--- src/verilog/fetch_pkg.sv ---
`default_nettype none

package fetch_pkg;

    // pc register value out of reset, so the first sequential fetch is 0x1c000000
    localparam logic [31:0] reset_pc = 32'h1bff_fffc;

    localparam int tlb_entries = 8;
    localparam int tlb_index_w = 3;

    localparam logic [5:0] huge_ps = 6'd22;  // 4 MB page, anything else is 4 KB

    // fetch exception carried along with each instruction
    typedef enum logic [2:0] {
        exc_none = 3'd0,
        exc_adef = 3'd1,  // misaligned pc or user access to high half
        exc_tlbr = 3'd2,  // tlb refill, no entry matched
        exc_pif  = 3'd3,  // page invalid on fetch
        exc_ppi  = 3'd4   // privilege violation
    } fetch_exc_e;

    typedef enum logic [1:0] {
        arb_idle       = 2'd0,
        arb_wait_fetch = 2'd1,
        arb_wait_load  = 2'd2
    } arb_state_e;

endpackage

`default_nettype wire

--- src/verilog/tlb_table.sv ---
`timescale 1ns/1ps
`default_nettype none

module tlb_table (
    input  wire                              clk,
    input  wire                              resetn,
    input  wire                              we,
    input  wire [fetch_pkg::tlb_index_w-1:0] w_index,
    input  wire [19:0]                       w_vppn,     // va[31:12] of the page
    input  wire [5:0]                        w_ps,
    input  wire [19:0]                       w_ppn,
    input  wire [1:0]                        w_plv,
    input  wire                              w_v,
    input  wire [18:0]                       s_vppn,     // va[31:13]
    input  wire                              s_va_bit12,
    output logic                             s_found,
    output logic [19:0]                      s_ppn,
    output logic [5:0]                       s_ps,
    output logic [1:0]                       s_plv,
    output logic                             s_v
);
    import fetch_pkg::*;

    logic [tlb_entries-1:0] e_exist;  // entry has been written since reset
    logic [19:0]            e_vpn [tlb_entries];
    logic [5:0]             e_ps  [tlb_entries];
    logic [19:0]            e_ppn [tlb_entries];
    logic [1:0]             e_plv [tlb_entries];
    logic                   e_v   [tlb_entries];
    logic [tlb_entries-1:0] hit;
    logic [19:0]            s_key;

    assign s_key = {s_vppn, s_va_bit12};

    always_ff @(posedge clk) begin
        if (!resetn) begin
            e_exist <= '0;
        end else if (we) begin
            e_exist[w_index] <= 1'b1;
        end
    end

    always_ff @(posedge clk) begin
        if (we) begin
            e_vpn[w_index] <= w_vppn;
            e_ps[w_index]  <= w_ps;
            e_ppn[w_index] <= w_ppn;
            e_plv[w_index] <= w_plv;
            e_v[w_index]   <= w_v;
        end
    end

    // 4 MB pages only compare va[31:22]
    always_comb begin
        for (int i = 0; i < tlb_entries; i++) begin
            hit[i] = e_exist[i] && (e_vpn[i][19:10] == s_key[19:10])
                     && ((e_ps[i] == huge_ps) || (e_vpn[i][9:0] == s_key[9:0]));
        end
    end

    always_comb begin
        s_found = |hit;
        s_ppn   = '0;
        s_ps    = '0;
        s_plv   = '0;
        s_v     = 1'b0;
        for (int i = tlb_entries - 1; i >= 0; i--) begin  // lowest index wins
            if (hit[i]) begin
                s_ppn = e_ppn[i];
                s_ps  = e_ps[i];
                s_plv = e_plv[i];
                s_v   = e_v[i];
            end
        end
    end

endmodule

`default_nettype wire

--- src/verilog/addr_xlate.sv ---
`timescale 1ns/1ps
`default_nettype none

module addr_xlate (
    input  wire [31:0]            va,
    input  wire [1:0]             cur_plv,
    input  wire                   direct_mode,
    input  wire                   dmw0_plv0,
    input  wire                   dmw0_plv3,
    input  wire [2:0]             dmw0_vseg,
    input  wire [2:0]             dmw0_pseg,
    input  wire                   dmw1_plv0,
    input  wire                   dmw1_plv3,
    input  wire [2:0]             dmw1_vseg,
    input  wire [2:0]             dmw1_pseg,
    input  wire                   tlb_found,
    input  wire [19:0]            tlb_ppn,
    input  wire [5:0]             tlb_ps,
    input  wire [1:0]             tlb_plv,
    input  wire                   tlb_v,
    output logic [31:0]           pa,
    output fetch_pkg::fetch_exc_e exc,
    output logic [18:0]           tlb_vppn,
    output logic                  tlb_va_bit12
);
    import fetch_pkg::*;

    logic        dmw0_hit;
    logic        dmw1_hit;
    logic        tlb_used;
    logic        adef;
    logic [31:0] tlb_pa;

    assign tlb_vppn     = va[31:13];
    assign tlb_va_bit12 = va[12];

    // window needs the segment and the enable bit of the running level
    assign dmw0_hit = (va[31:29] == dmw0_vseg)
                      && (((cur_plv == 2'd0) && dmw0_plv0) || ((cur_plv == 2'd3) && dmw0_plv3));
    assign dmw1_hit = (va[31:29] == dmw1_vseg)
                      && (((cur_plv == 2'd0) && dmw1_plv0) || ((cur_plv == 2'd3) && dmw1_plv3));

    assign tlb_pa = (tlb_ps == huge_ps) ? {tlb_ppn[19:10], va[21:0]} : {tlb_ppn, va[11:0]};

    assign tlb_used = !direct_mode && !dmw0_hit && !dmw1_hit;

    assign pa = direct_mode ? va :
                dmw0_hit    ? {dmw0_pseg, va[28:0]} :
                dmw1_hit    ? {dmw1_pseg, va[28:0]} :
                              tlb_pa;

    // user code touching the upper half without a window
    assign adef = (|va[1:0]) || (tlb_used && va[31] && (cur_plv == 2'd3));

    always_comb begin
        if (adef) begin
            exc = exc_adef;
        end else if (tlb_used && !tlb_found) begin
            exc = exc_tlbr;
        end else if (tlb_used && !tlb_v) begin
            exc = exc_pif;
        end else if (tlb_used && (cur_plv > tlb_plv)) begin
            exc = exc_ppi;
        end else begin
            exc = exc_none;
        end
    end

endmodule

`default_nettype wire

--- src/verilog/fetch_stage.sv ---
`timescale 1ns/1ps
`default_nettype none

module fetch_stage (
    input  wire                   clk,
    input  wire                   resetn,
    input  wire                   ds_allowin,
    input  wire                   br_stall,
    input  wire                   br_taken,
    input  wire [31:0]            br_target,
    input  wire                   wb_ex,
    input  wire [31:0]            ex_entry,
    input  wire                   ertn_flush,
    input  wire [31:0]            ertn_entry,
    output logic [31:0]           next_va,
    input  wire [31:0]            next_pa,
    input  wire fetch_pkg::fetch_exc_e xlate_exc,
    output logic                  req,
    output logic [31:0]           addr,
    input  wire                   addr_ok,
    input  wire                   data_ok,
    input  wire [31:0]            rdata,
    output logic                  fs_valid_out,
    output logic [31:0]           fs_pc,
    output logic [31:0]           fs_inst,
    output fetch_pkg::fetch_exc_e fs_exc
);
    import fetch_pkg::*;

    logic        fetch_en;     // low for the first cycle out of reset
    logic        pulse;
    logic [31:0] pulse_target;
    logic        pend_valid;   // redirect seen but not yet accepted
    logic [31:0] pend_target;
    logic        acked;        // request accepted, data_ok not back yet
    logic        discard;      // in-flight response belongs to a cancelled path
    logic        fs_valid;
    logic        buf_valid;
    logic [31:0] inst_buf;
    logic        accept;
    logic        fs_ready_go;
    logic        fs_allowin;

    assign pulse        = wb_ex || ertn_flush || br_taken;
    assign pulse_target = wb_ex ? ex_entry : ertn_flush ? ertn_entry : br_target;

    assign next_va = pulse      ? pulse_target :
                     pend_valid ? pend_target  :
                                  fs_pc + 32'd4;

    assign fs_ready_go  = buf_valid || (data_ok && !discard);
    assign fs_allowin   = !fs_valid || pulse || (fs_ready_go && ds_allowin);
    assign fs_valid_out = fs_valid && fs_ready_go && !pulse;  // a pulse kills the IF slot
    assign fs_inst      = buf_valid ? inst_buf : rdata;

    // br_stall holds fetch unless a flush is redirecting
    assign req    = fetch_en && fs_allowin && !acked && (!br_stall || wb_ex || ertn_flush);
    assign addr   = next_pa;
    assign accept = req && addr_ok;

    always_ff @(posedge clk) begin
        if (!resetn) begin
            fetch_en <= 1'b0;
        end else begin
            fetch_en <= 1'b1;
        end
    end

    always_ff @(posedge clk) begin
        if (!resetn) begin
            pend_valid <= 1'b0;
        end else if (accept) begin
            pend_valid <= 1'b0;  // accepted address already used the target
        end else if (pulse) begin
            pend_valid <= 1'b1;
        end
    end

    always_ff @(posedge clk) begin
        if (pulse && !accept) begin
            pend_target <= pulse_target;
        end
    end

    always_ff @(posedge clk) begin
        if (!resetn) begin
            acked   <= 1'b0;
            discard <= 1'b0;
        end else begin
            if (accept) begin
                acked <= 1'b1;
            end else if (data_ok) begin
                acked <= 1'b0;
            end
            if (data_ok) begin
                discard <= 1'b0;
            end else if (pulse && acked) begin
                discard <= 1'b1;
            end
        end
    end

    always_ff @(posedge clk) begin
        if (!resetn) begin
            fs_valid  <= 1'b0;
            buf_valid <= 1'b0;
            fs_pc     <= reset_pc;
        end else if (fs_allowin) begin
            fs_valid  <= accept;
            buf_valid <= 1'b0;
            if (accept) begin
                fs_pc <= next_va;
            end
        end else if (data_ok && !discard) begin
            buf_valid <= 1'b1;  // decode stalled, park the word
        end
    end

    always_ff @(posedge clk) begin
        if (accept) begin
            fs_exc <= xlate_exc;
        end
        if (!fs_allowin && data_ok && !discard) begin
            inst_buf <= rdata;
        end
    end

endmodule

`default_nettype wire

--- src/verilog/load_port.sv ---
`timescale 1ns/1ps
`default_nettype none

module load_port (
    input  wire         clk,
    input  wire         resetn,
    input  wire         load_req,
    input  wire [31:0]  load_addr,
    output logic        req,
    output logic [31:0] addr,
    input  wire         addr_ok,
    input  wire         data_ok,
    input  wire [31:0]  rdata,
    output logic        load_busy,
    output logic        load_done,
    output logic [31:0] load_data
);

    logic        pending;  // request raised, waiting for addr_ok
    logic        waiting;  // accepted, waiting for data_ok
    logic [31:0] addr_r;

    assign req       = pending;
    assign addr      = addr_r;
    assign load_busy = pending || waiting;

    always_ff @(posedge clk) begin
        if (!resetn) begin
            pending   <= 1'b0;
            waiting   <= 1'b0;
            load_done <= 1'b0;
        end else begin
            load_done <= waiting && data_ok;
            if (pending && addr_ok) begin
                pending <= 1'b0;
                waiting <= 1'b1;
            end else if (waiting && data_ok) begin
                waiting <= 1'b0;
            end else if (load_req && !load_busy) begin
                pending <= 1'b1;  // a request while busy is dropped
            end
        end
    end

    always_ff @(posedge clk) begin
        if (load_req && !load_busy) begin
            addr_r <= load_addr;
        end
        if (waiting && data_ok) begin
            load_data <= rdata;
        end
    end

endmodule

`default_nettype wire

--- src/verilog/sram_arbiter.sv ---
`timescale 1ns/1ps
`default_nettype none

module sram_arbiter (
    input  wire         clk,
    input  wire         resetn,
    input  wire         f_req,
    input  wire [31:0]  f_addr,
    output logic        f_addr_ok,
    output logic        f_data_ok,
    output logic [31:0] f_rdata,
    input  wire         l_req,
    input  wire [31:0]  l_addr,
    output logic        l_addr_ok,
    output logic        l_data_ok,
    output logic [31:0] l_rdata,
    output logic        mem_req,
    output logic [31:0] mem_addr,
    input  wire         mem_addr_ok,
    input  wire         mem_data_ok,
    input  wire [31:0]  mem_rdata
);
    import fetch_pkg::*;

    arb_state_e state;
    arb_state_e state_nxt;
    logic       idle;

    assign idle = (state == arb_idle);

    // only one transaction on the bus, so requests go out only from idle
    assign mem_req  = idle && (l_req || f_req);
    assign mem_addr = l_req ? l_addr : f_addr;  // load first

    assign l_addr_ok = idle && l_req && mem_addr_ok;
    assign f_addr_ok = idle && !l_req && f_req && mem_addr_ok;

    assign l_data_ok = (state == arb_wait_load) && mem_data_ok;
    assign f_data_ok = (state == arb_wait_fetch) && mem_data_ok;
    assign l_rdata   = mem_rdata;
    assign f_rdata   = mem_rdata;

    always_comb begin
        state_nxt = state;
        case (state)
            arb_idle: begin
                if (mem_req && mem_addr_ok) begin
                    state_nxt = l_req ? arb_wait_load : arb_wait_fetch;
                end
            end
            arb_wait_fetch, arb_wait_load: begin
                if (mem_data_ok) begin
                    state_nxt = arb_idle;
                end
            end
            default: state_nxt = arb_idle;
        endcase
    end

    always_ff @(posedge clk) begin
        if (!resetn) begin
            state <= arb_idle;
        end else begin
            state <= state_nxt;
        end
    end

endmodule

`default_nettype wire

--- src/verilog/fetch_subsys_top.sv ---
`timescale 1ns/1ps
`default_nettype none

module fetch_subsys_top (
    input  wire                              clk,
    input  wire                              resetn,
    input  wire                              ds_allowin,
    input  wire                              br_stall,
    input  wire                              br_taken,
    input  wire [31:0]                       br_target,
    input  wire                              wb_ex,
    input  wire [31:0]                       ex_entry,
    input  wire                              ertn_flush,
    input  wire [31:0]                       ertn_entry,
    output logic                             fs_valid_out,
    output logic [31:0]                      fs_pc,
    output logic [31:0]                      fs_inst,
    output fetch_pkg::fetch_exc_e            fs_exc,
    input  wire [1:0]                        cur_plv,
    input  wire                              direct_mode,
    input  wire                              dmw0_plv0,
    input  wire                              dmw0_plv3,
    input  wire [2:0]                        dmw0_vseg,
    input  wire [2:0]                        dmw0_pseg,
    input  wire                              dmw1_plv0,
    input  wire                              dmw1_plv3,
    input  wire [2:0]                        dmw1_vseg,
    input  wire [2:0]                        dmw1_pseg,
    input  wire                              tlb_we,
    input  wire [fetch_pkg::tlb_index_w-1:0] tlb_w_index,
    input  wire [19:0]                       tlb_w_vppn,
    input  wire [5:0]                        tlb_w_ps,
    input  wire [19:0]                       tlb_w_ppn,
    input  wire [1:0]                        tlb_w_plv,
    input  wire                              tlb_w_v,
    input  wire                              load_req,
    input  wire [31:0]                       load_addr,
    output logic                             load_busy,
    output logic                             load_done,
    output logic [31:0]                      load_data,
    output logic                             mem_req,
    output logic [31:0]                      mem_addr,
    input  wire                              mem_addr_ok,
    input  wire                              mem_data_ok,
    input  wire [31:0]                       mem_rdata
);
    import fetch_pkg::*;

    logic [31:0] next_va;
    logic [31:0] next_pa;
    fetch_exc_e  xlate_exc;
    logic [18:0] s_vppn;
    logic        s_va_bit12;
    logic        s_found;
    logic [19:0] s_ppn;
    logic [5:0]  s_ps;
    logic [1:0]  s_plv;
    logic        s_v;
    logic        f_req, f_addr_ok, f_data_ok;
    logic [31:0] f_addr, f_rdata;
    logic        l_req, l_addr_ok, l_data_ok;
    logic [31:0] l_addr, l_rdata;

    fetch_stage fetch_stage_i (
        .clk, .resetn, .ds_allowin, .br_stall,
        .br_taken, .br_target, .wb_ex, .ex_entry, .ertn_flush, .ertn_entry,
        .next_va, .next_pa, .xlate_exc,
        .req(f_req), .addr(f_addr), .addr_ok(f_addr_ok), .data_ok(f_data_ok), .rdata(f_rdata),
        .fs_valid_out, .fs_pc, .fs_inst, .fs_exc
    );

    // translation sees the pc being chosen this cycle
    addr_xlate addr_xlate_i (
        .va(next_va), .cur_plv, .direct_mode,
        .dmw0_plv0, .dmw0_plv3, .dmw0_vseg, .dmw0_pseg,
        .dmw1_plv0, .dmw1_plv3, .dmw1_vseg, .dmw1_pseg,
        .tlb_found(s_found), .tlb_ppn(s_ppn), .tlb_ps(s_ps), .tlb_plv(s_plv), .tlb_v(s_v),
        .pa(next_pa), .exc(xlate_exc), .tlb_vppn(s_vppn), .tlb_va_bit12(s_va_bit12)
    );

    tlb_table tlb_table_i (
        .clk, .resetn,
        .we(tlb_we), .w_index(tlb_w_index), .w_vppn(tlb_w_vppn), .w_ps(tlb_w_ps),
        .w_ppn(tlb_w_ppn), .w_plv(tlb_w_plv), .w_v(tlb_w_v),
        .s_vppn, .s_va_bit12, .s_found, .s_ppn, .s_ps, .s_plv, .s_v
    );

    load_port load_port_i (
        .clk, .resetn, .load_req, .load_addr,
        .req(l_req), .addr(l_addr), .addr_ok(l_addr_ok), .data_ok(l_data_ok), .rdata(l_rdata),
        .load_busy, .load_done, .load_data
    );

    sram_arbiter sram_arbiter_i (
        .clk, .resetn,
        .f_req, .f_addr, .f_addr_ok, .f_data_ok, .f_rdata,
        .l_req, .l_addr, .l_addr_ok, .l_data_ok, .l_rdata,
        .mem_req, .mem_addr, .mem_addr_ok, .mem_data_ok, .mem_rdata
    );

endmodule

`default_nettype wire

--- config.mk ---
export PLATFORM = sky130hd
export DESIGN_NAME = fetch_subsys_top
export DESIGN_NICKNAME = d
export VERILOG_FILES = /design/src/verilog/fetch_pkg.sv /design/src/verilog/tlb_table.sv /design/src/verilog/addr_xlate.sv /design/src/verilog/fetch_stage.sv /design/src/verilog/load_port.sv /design/src/verilog/sram_arbiter.sv /design/src/verilog/fetch_subsys_top.sv
export SDC_FILE = /design/constraint.sdc
export NUM_CORES = 1
export LEC_CHECK = 0
export ABC_CLOCK_PERIOD_IN_PS = 5550
export BUFFER_PORTS_ARGS = -buffer_cell sky130_fd_sc_hd__buf_2
export CORE_MARGIN = 8
export CORE_UTILIZATION = 44
export CTS_CLUSTER_SIZE = 10
export DETAILED_ROUTE_END_ITERATION = 8
export PLACE_DENSITY = 0.66
export SLEW_MARGIN = 20
export SYNTH_ARGS = -nofsm -noshare
export SYNTH_HDL_FRONTEND = slang
export SYNTH_SLANG_ARGS = --single-unit
export TNS_END_PERCENT = 10
--- constraint.sdc ---
create_clock -name clk -period 5.55 [get_ports clk]
set_clock_uncertainty 0.1 [all_clocks]
set_input_delay 0.2775 -clock clk [delete_from_list [all_inputs] [get_ports clk]]
set_output_delay 0.2775 -clock clk [all_outputs]
set_load 0.005 [all_outputs]
### After elaboration in Yosys (flattened, before gate mapping)

Memory sizes are Yosys's and may differ from the RTL's.
Cells that the tools add are included.

* $add $sub $neg: 1
* $lt $le $gt $ge: 3
* equal/unequal tests: 32
* muxes and demuxes: 58
* bitwise gates (word level): 3
* reduce and logical (&&, ||, !) cells: 103

Operators by type and width (number)
* two-way mux 32 bit: 9
* == test 10 bit: 16
* two-way mux 20 bit: 8
* == test 6 x 5 -> 1 bit (second input constant): 9
* logical AND 1 bit: 54
* two-way mux 6 bit: 8
* adder 32 x 3 -> 32 bit (second input constant): 1
* two-way mux 2 bit: 13
* two-way mux 22 bit: 1
* logical OR 1 bit: 20
* two-way mux 1 bit: 16
* zero test 1 bit: 14
* OR reduction 2 bit: 6
* OR 8 bit: 1
* OR reduction 8 bit: 1
* == test 3 bit: 2
* AND reduction 2 bit: 3
* == test 2 bit (second input constant): 2
* zero test 2 bit: 2
* < comparator 3 x 4 -> 1 bit (second input constant): 1
* inequality test 2 bit (second input constant): 2
* case mux 2 bit (2 select lines): 1
* nonzero test 2 bit: 2
* demux 1 bit (select 3 bit): 1
* 6 further kinds: 7

* register bits after elaboration: 182
* bits in writable memories: 392
* bits of input ports: 242
* output and inout bits: 135
* word-level logic and storage cells: 223
* memories: 5

Memory list
* tlb_table_i.e_ppn: depth 8, bits a word 20, read ports 8, clocked after Yosys merged registers in 0, wr ports 1, line tlb_table.sv:27 `logic [19:0] e_ppn [tlb_entries];`
* tlb_table_i.e_vpn: depth 8, bits a word 20, read ports 8, clocked after Yosys merged registers in 0, wr ports 1, line tlb_table.sv:25 `logic [19:0] e_vpn [tlb_entries];`
* tlb_table_i.e_ps: depth 8, bits a word 6, read ports 8, clocked after Yosys merged registers in 0, wr ports 1, line tlb_table.sv:26 `logic [5:0] e_ps [tlb_entries];`
* tlb_table_i.e_plv: depth 8, bits a word 2, read ports 8, clocked after Yosys merged registers in 0, wr ports 1, line tlb_table.sv:28 `logic [1:0] e_plv [tlb_entries];`
* tlb_table_i.e_v: depth 8, bits a word 1, read ports 8, clocked after Yosys merged registers in 0, wr ports 1, line tlb_table.sv:29 `logic e_v [tlb_entries];`

### Logic depth before layout (Yosys ltp)

Gate-level depths: netlist (run 1).

* depth in word-level cells: 20
* mapped depth: 24
* mapped depth without buffers: 18

### Cells and area by module

A second synthesis (run 1) with hierarchy kept.

* cells, all modules: 2114
* area, all modules: 27241.1 µm²

Modules (own cells, without submodules)
* tlb_table: times used 1, cells each 1157, area an instance 17073.9 µm², seq. area each 11931.4 µm²
* fetch_stage: times used 1, cells each 657, area an instance 6251.0 µm², seq. area each 2772.7 µm²
* load_port: times used 1, cells each 76, area an instance 2048.2 µm², seq. area each 1981.9 µm²
* sram_arbiter: times used 1, cells each 124, area an instance 1042.2 µm², seq. area each 40.0 µm²
* addr_xlate: times used 1, cells each 100, area an instance 825.8 µm², seq. area each 0.0 µm²

### Least setup slack after synthesis (run 1)

No wires, ideal clock.

* path kind: input -> register
* start point: input port ertn_flush
* end point: register fetch_stage_i.inst_buf[0] (enable)
* library setup time: 0.505 ns
* arrival: 4.832 ns
* data required time: 4.945 ns
* path slack: 0.113 ns
* stages on the path: 7
* path buffers: 4
* cell sequence: buf_4 > nor3_2 > clkbuf_1 > buf_2 > clkbuf_1 > nand2_1 > nor4_1

* cells in the longest elaborated chain, start to end: 7

Ends and longest elaborated chain
* start: declaration: line fetch_subsys_top.sv:13 `input wire ertn_flush,`
* logical OR 1 bit (2 in series): line fetch_stage.sv:44 `assign pulse = wb_ex || ertn_flush || br_taken;`
* logical OR 1 bit (2 in series): line fetch_stage.sv:52 `assign fs_allowin = !fs_valid || pulse || (fs_ready_go && ds_allowin);`
* zero test 1 bit: line fetch_stage.sv:123 `if (!fs_allowin && data_ok && !discard) begin`
* logical AND 1 bit (2 in series): line fetch_stage.sv:123
* end signal: assignment: line fetch_stage.sv:124 `inst_buf <= rdata;`
* end: declaration: line fetch_stage.sv:39 `logic [31:0] inst_buf;`

No other way between the ends.
A chain may end at the register's enable or synchronous reset.

### Worst setup path after layout (run 1)

* start point: register fetch_stage_i.fs_pc[5]
* end point: output port mem_addr[16]

* cells in the longest elaborated chain, start to end: 20
* elaborated cells between the ends (all ways): 69
* those cells by class: add/sub: 1; eq/ne: 19; mux: 23; reduce/logical: 26

Ends and longest elaborated chain
* start: declaration: line fetch_stage.sv:24 `output logic [31:0] fs_pc,`
* start signal: assignment: line fetch_stage.sv:107 `fs_pc <= reset_pc;`
* start signal: assignment: line fetch_stage.sv:112 `fs_pc <= next_va;`
* adder 32 x 3 -> 32 bit (*): line fetch_stage.sv:49 `fs_pc + 32'd4;`
* two-way mux 32 bit (*): line fetch_stage.sv:48 `pend_valid ? pend_target :`
* two-way mux 32 bit (*): line fetch_stage.sv:47 `assign next_va = pulse ? pulse_target :`
* == test 10 bit, on equally long branches: line tlb_table.sv:56, tlb_table.sv:57
* logical AND 1 bit or logical OR 1 bit (tied branches): line tlb_table.sv:56, tlb_table.sv:57
* logical AND 1 bit: line tlb_table.sv:57 `&& ((e_ps[i] == huge_ps) || (e_vpn[i][9:0] == s_key[9:0]));`
* two-way mux 6 bit (8 in series): line tlb_table.sv:68 `if (hit[i]) begin`
* == test 6 x 5 -> 1 bit: line addr_xlate.sv:43 `assign tlb_pa = (tlb_ps == huge_ps) ? {tlb_ppn[19:10], va[21:0]} : {tlb_ppn, va[11:0]};`
* two-way mux 22 bit: line addr_xlate.sv:43
* two-way mux 32 bit: line addr_xlate.sv:49 `dmw1_hit ? {dmw1_pseg, va[28:0]} :`
* two-way mux 32 bit: line addr_xlate.sv:48 `dmw0_hit ? {dmw0_pseg, va[28:0]} :`
* two-way mux 32 bit (*): line addr_xlate.sv:47 `assign pa = direct_mode ? va :`
* two-way mux 32 bit (*): line sram_arbiter.sv:33 `assign mem_addr = l_req ? l_addr : f_addr;`
* end: declaration: line fetch_subsys_top.sv:42 `output logic [31:0] mem_addr,`

Mark *: on every way between the ends. The rest lies on a longest branch, timed or not.

==> results of run 1 <==
power by group through the flow:
stage | clock network, mW | registers (mW) | logic, mW
3_5_place_dp | 0 | 5.15 | 1.95
6_report | 4.21 | 5.08 | 2.36
4_1_cts | 4.27 | 5.07 | 2.26
2_1_floorplan | 0 | 5.13 | 1.07
3_3_place_gp | 0 | 5.15 | 1.94
5_1_grt | 4.44 | 5.09 | 2.50
critical path, cell delays in order, from the launching register on:
cell      delay (ps)
dfxtp_4          390
nand4_4          200
or4_4            670
o31a_1           340
o31ai_4          430
buf_4            210
a211oi_1          70
nor4_1           330
and4_2           350
a21boi_2         190
nor2_1           110
a21oi_2          160
buf_4            170
nand2_4           90
or4_4            570
a31oi_4          200
buf_2            150
cell families after synthesis:
| logic type | synth area share, % |
|---|---|
| AND/OR/NAND/NOR | 14.6 |
| flip-flops | 62.0 |
| AO/OA/AOI/OAI | 14.0 |
| buffers and inverters | 2.51 |
| XOR/XNOR | 3.05 |
| multiplexers | 3.56 |
| adder cells (fa/ha/maj) | 0.278 |
registers in the layout, summed over array words and instances (netlist names):
signal                     cells
fetch_stage_i.buf_valid        1
fetch_stage_i.fs_exc           3
tlb_table_i.e_ps              48
load_port_i.load_data         32
tlb_table_i.e_vpn            160
fetch_stage_i.pend_valid       1
tlb_table_i.e_ppn            160
fetch_stage_i.fs_valid         1
load_port_i.addr              32
sram_arbiter_i.state           2
load_port_i.load_done          1
tlb_table_i.e_exist            8
fetch_stage_i.acked            1
tlb_table_i.e_v                8
load_port_i.waiting            1
load_port_i.req                1
fetch_stage_i.inst_buf        32
fetch_stage_i.fs_pc           32
fetch_stage_i.fetch_en         1
tlb_table_i.e_plv             16
fetch_stage_i.pend_target     32
fetch_stage_i.discard          1
cell type report:
type                    count  area, um2  area share (%)
diodes                      4       10.0          0.0283
inverters                  41        159           0.449
flip-flops and latches    574      16800            47.3
repair buffers            746       5190            14.7
clock inverters             9       95.1           0.268
clock buffers              99       1960            5.55
well taps                 782        978            2.76
multi-input cells        1440      10300            29.0
synthesized netlist by cell type, types with 15 or more instances:
cell	number	area, um2
mux2i_1	42	420
mux2_2	48	541
inv_1	38	143
nand4_1	36	225
o21a_1	18	135
o21ai_0	121	606
dfxtp_1	51	1020
clkbuf_1	73	274
a221oi_1	19	166
a211oi_1	36	270
nand2b_1	18	113
o31a_1	21	184
buf_2	35	175
nand3_1	38	190
nor2b_1	38	238
or4_1	27	203
nor4_1	38	238
edfxtp_1	523	15700
o31ai_1	18	135
o211ai_1	37	278
or3_1	15	93.8
nand2_1	156	586
and3_1	24	150
nor3b_1	23	173
a31oi_1	18	113
xnor2_1	69	604
and2_1	17	106
nor3_1	60	300
a21boi_0	16	120
xor2_1	25	219
nor2_1	139	522
a21oi_1	85	425
worst paths after layout:
check | start | endpoint | slack, ps | cells after the start
min reg2reg | tlb_table_i.e_exist[3] | tlb_table_i.e_exist[3] | 360 | 1
max reg2reg | fetch_stage_i.fs_pc[28] | fetch_stage_i.fs_exc[2] | 360 | 20
max | fetch_stage_i.fs_pc[5] | mem_addr[16] | -50 | 16
min | br_target[20] | fetch_stage_i.pend_target[20] | 10 | 3
per-stage QoR:
step	setup TNS, ps	power (mW)
2_1_floorplan	0	6.20
6_report	-175	11.6
3_5_place_dp	-294	7.11
5_1_grt	-1900	12.0
4_1_cts	-11.1	11.6
3_3_place_gp	-109	7.08
per-layer routing:
metal	global-route usage, %	vias to the layer above	share of wire (%)
li1	-	9899	-
met1	34.9	11100	41
met2	44.4	1252	47
met3	5.07	192	8.6
met4	10.1	0	3.5
met5	0	-	0
what timing repair did:
item	4_1_cts	5_1_grt
setup buffers	29	8
pin swaps	37	19
resized for setup	111	41
cloned	3	0
hold endpoints to repair	523	0
setup endpoints to repair	21	20
hold buffers	158	0
==> impl_results.md, run 1 <==
* Status: finished, violations left
* Failing checks: negative setup slack
* Deepest clock path buffer count at 3
* Number of global-route vias before repair at 22400
* Via-to-Cell Ratio at 6.08
* Finished Layout Cells at 3695
* Cell Pwr Density at 329 mW/mm2
* Period utilisation layout at 101%
* Worst Hold Class: in -> reg
* Pleak at 12.9 nW
* Die ar. at 0.0694 mm2
* Remaining DRCs at 0
* Post-DRT Antenna Nets at 0
* Max Slew Vio Count at 0
* Slew margin rel. at 28.0%
* Wire length per cell at 26.3 um
* Clk Latency, worst-skew pair at 600 ps
* # setup viols final at 5
* Post-route minimum period at 5600 ps
* Core Util, Final at 58.6%
* Cell variety after synth at 99
* Final worst slack at -52.1 ps
* RD Place Congestion at 0.959
* Grt ovf at 0
* Synth warn at 0
* Post-place setup slack at -117 ps
* Crit Path Max Fanout at 7
* Sw Ratio at 27.9%
* I/O pins at 377
* Leading cell type in the layout, fill and taps excluded: edfxtp_1
* Number of clock sinks at 574
* Syn Inst Count at 2171
* CTS tree: yes
* FP Rows at 90
* Placed cells at 3385
* Final Hold Fails at 0
* Switch Pwr at 3.25 mW
* CTS buffer count at 70
* WL final at 97.1 mm
* Post-route design area at 0.0354 mm2
* P&R area growth vs syn at 31.4%
* WHS at 12.8 ps
* Nets at 3121
* Core area at 0.0605 mm2
* First-pass DRT Iterations at 8
* WS Path Type: reg -> out
* Max VDD drop at 0.208 mV
* Mapped Nets at 2419
* Post-synth EDFFs at 523
* CP endpoint kind: output pin
* Fmax at 179 MHz
* Area post-placement at 0.0308 mm2
* Largest net degree at the start of global routing at 52
* DIE HEIGHT at 264 um
* Initial antenna violation count at 4
* First-pass GRT wire length at 143 mm
* Total GRT Usage at 26.9%
* Max cap viols at 0
* Flops & latches, synth at 574
* Worst Tran Pin Value at 1080 ps
* Main synth FF type: edfxtp_1
* Via count at 22500
* Die W at 264 um
* CTS clk-pin slew, worst paths at 50 ps
* Average size of a mapped cell at 12.4 um2
* Crit start category: register
* Combinational power share at 20.2%
* Clock power frac at 36.1%
* Initial Util at 44.6%
* IO Port Bufs at 376
* Share of layout cells above drive strength 1 at 30.1%
* RSZ-0062 raised after global routing: yes
* Syn Std Cell Area at 0.0270 mm2
* Worst path arrival time at 5220 ps
* DP HPWL at 68.4 mm
* CTS Root Cell: clkbuf_16
* Register area share after synthesis at 62.0%
* Sequential power share at 43.6%
* Drt initial violations at 2298
* Asr flop ratio synth at 0%
* # fillers at 4776
* WP data required at 5170 ps
* Internal Power at 8.39 mW
* Most frequent cells in the layout: 523 x edfxtp_1, 375 x buf_2, 202 x buf_4
* Htree depth at 3
(Power assumes the default switching activity.)
==> run 2, diff against run 1 <==
GPL_TIMING_DRIVEN = 0   (was unset)
==> impl_results.md, run 2 (same netlist as run 1, synthesis figures left out) <==
* Status: finished, violations left (unchanged)
* Failing checks: negative setup slack (unchanged)
* I/O pins at 377 (unchanged)
* Worst path arrival time at 5610 ps (was 5220 ps)
* Min-Delay Startpoint: ertn_entry[15] (was br_target[20])
* Die ar. at 0.0694 mm2 (unchanged)
* Pleak at 13.1 nW (was 12.9 nW)
* Number of clock sinks at 574 (unchanged)
* DP HPWL at 73.7 mm (was 68.4 mm)
* Period utilisation layout at 108% (was 101%)
* Max VDD drop at 0.223 mV (was 0.208 mV)
* IO Port Bufs at 375 (was 376)
* Via-to-Cell Ratio at 6.08 (about the same)
* Post-route minimum period at 5980 ps (was 5600 ps)
* Largest regs: tlb_table_i.e_ppn x160, tlb_table_i.e_vpn x160, tlb_table_i.e_ps x48 (unchanged)
* Pwr Total at 11.9 mW (was 11.6 mW)
* Min-Delay Endpoint: fetch_stage_i.pend_target[15] (was fetch_stage_i.pend_target[20])
* RD Place Congestion at 0.978 (was 0.959)
* Cell Pwr Density at 329 mW/mm2 (about the same)
* FF-to-FF path depth at 21 (was 20)
* Largest net degree at the start of global routing at 34 (was 52)
* Clk Latency, worst-skew pair at 610 ps (was 600 ps)
* Final Hold Fails at 0 (unchanged)
* Remaining DRCs at 0 (unchanged)
* Crit start category: register (unchanged)
* Max Used Layer: met4 (unchanged)
* Critical Path Start: fetch_stage_i.fs_pc[9] (was fetch_stage_i.fs_pc[5])
* Initial antenna violation count at 3 (was 4)
* First-pass GRT wire length at 149 mm (was 143 mm)
* CP endpoint kind: output pin (unchanged)
* DIE HEIGHT at 264 um (unchanged)
* Post-DRT Antenna Nets at 0 (unchanged)
* Via count at 22700 (was 22500)
* Deepest clock path buffer count at 3 (unchanged)
* Initial Util at 44.6% (unchanged)
* R2R Setup Slk at 30 ps (was 360 ps)
* FP Rows at 90 (unchanged)
* Nets at 3164 (was 3121)
* Number of global-route vias before repair at 22600 (was 22400)
* Routed wl met2 at 48.6 mm (was 45.9 mm)
* Final worst slack at -435 ps (was -52.1 ps)
* Fmax at 167 MHz (was 179 MHz)
* CTS buffer count at 70 (unchanged)
* WS Path Type: reg -> out (unchanged)
* CTS Root Cell: clkbuf_16 (unchanged)
* Total GRT Usage at 28.3% (was 26.9%)
* WP data required at 5170 ps (about the same)
* Share of layout cells above drive strength 1 at 30.3% (was 30.1%)
* Leading cell type in the layout, fill and taps excluded: edfxtp_1 (unchanged)
* Core area at 0.0605 mm2 (unchanged)
* P&R area growth vs syn at 34.1% (was 31.4%)
* Max cap viols at 0 (unchanged)
* Die W at 264 um (unchanged)
* Worst Hold Depth at 3 (unchanged)
* Htree depth at 3 (unchanged)
* Met3 Wirelength at 8.52 mm (was 8.38 mm)
* Max Slew Vio Count at 0 (unchanged)
* Wl on met1 at 40.7 mm (was 39.4 mm)
* Worst Tran Pin Value at 1050 ps (was 1080 ps)
* # setup viols final at 20 (was 5)
* CTS tree: yes (unchanged)
* CTS clk-pin slew, worst paths at 60 ps (was 50 ps)
* Most frequent cells in the layout: 523 x edfxtp_1, 393 x buf_2, 170 x dlygate4sd3_1 (was 523 x edfxtp_1, 375 x buf_2, 202 x buf_4)
* Wire length per cell at 27.4 um (was 26.3 um)
* Worst R2R Start: fetch_stage_i.fs_pc[28] (unchanged)
* Slew margin rel. at 29.8% (was 28.0%)
* Crit Path Max Fanout at 10 (was 7)
* WL final at 102 mm (was 97.1 mm)
* Drt initial violations at 2194 (was 2298)
* RSZ-0062 raised after global routing: yes (unchanged)
* Setup TNS at -5410 ps (was -175 ps)
* Worst Hold Class: in -> reg (unchanged)
* RR Endpoint: fetch_stage_i.fs_exc[2] (unchanged)
* First-pass DRT Iterations at 6 (was 8)
* Grt ovf at 0 (unchanged)
==> run 2: worst max-delay path by stage <==
stage                                            end  slack (ps)
after floorplan            fetch_stage_i.inst_buf[0]         110
after global placement    fetch_stage_i.inst_buf[21]       -2780
after detailed placement                mem_addr[18]       -1870
after CTS                               mem_addr[18]        -340
after global routing                    mem_addr[18]        -640
final                                   mem_addr[18]        -430
==> run 2: final cells by class <==
class	instances	area [um2]
repair buffers	680	4920
diodes	5	12.5
inverters	41	163
clock buffers	101	1950
plain buffers	110	666
fillers	4790	24300
clock inverters	9	140
flip-flops and latches	574	16800
well taps	782	978
multi-input cells	1439	10500
==> run 2: layer usage <==
metal | vias to the layer above | track usage, %
li1 | 9996 | -
met1 | 11200 | 36.0
met2 | 1267 | 47.1
met3 | 247 | 5.59
met4 | 0 | 11.5
met5 | - | 0
==> run 2: through the flow <==
step           utilization (%)  area, um2  cells  hold slack [ps]  setup slack, ps
6_report                  59.8      36100   3741             34.5             -435
3_5_place_dp              50.3      30400   3362              298            -1870
2_1_floorplan                -      27000   2171              205              113
4_1_cts                   59.3      35800   3717             4.93             -345
5_1_grt                   59.8      36100   3737             52.2             -638
3_3_place_gp              49.3      29800   3328              296            -2780
==> run 2: timing repair <==
item                                    CTS  global route
endpoints found under the hold margin   531             0
endpoints found under the setup margin   23            21
pin swaps                                54            13
hold buffers                            170             0
setup buffers                            77            22
cloned                                    2             1
gates resized for setup                 248            36
==> run 2: power breakdown <==
group          switching (mW)  total, mW  internal, mW  leakage [nW]
Combinational            1.51       2.55          1.04          6.87
Clock                    1.77       4.26          2.49          1.00
Sequential              0.144       5.10          4.96          5.21
Total                    3.42       11.9          8.48          13.1
==> run 2: worst max-delay path, cell delays in order, from the launching register on <==
cell and delay, ps:
dfxtp_1 390, buf_4 220, nand4_1 260, buf_4 230, a2bb2oi_1 150, o41ai_1 390, buf_4 340, xnor2_1 90
or4_1 580, or3_1 410, o211ai_1 280, a311oi_4 150, o311ai_4 290, nand2_4 160, clkbuf_16 200, a2111o_1 490
a31oi_1 200, buf_2 140
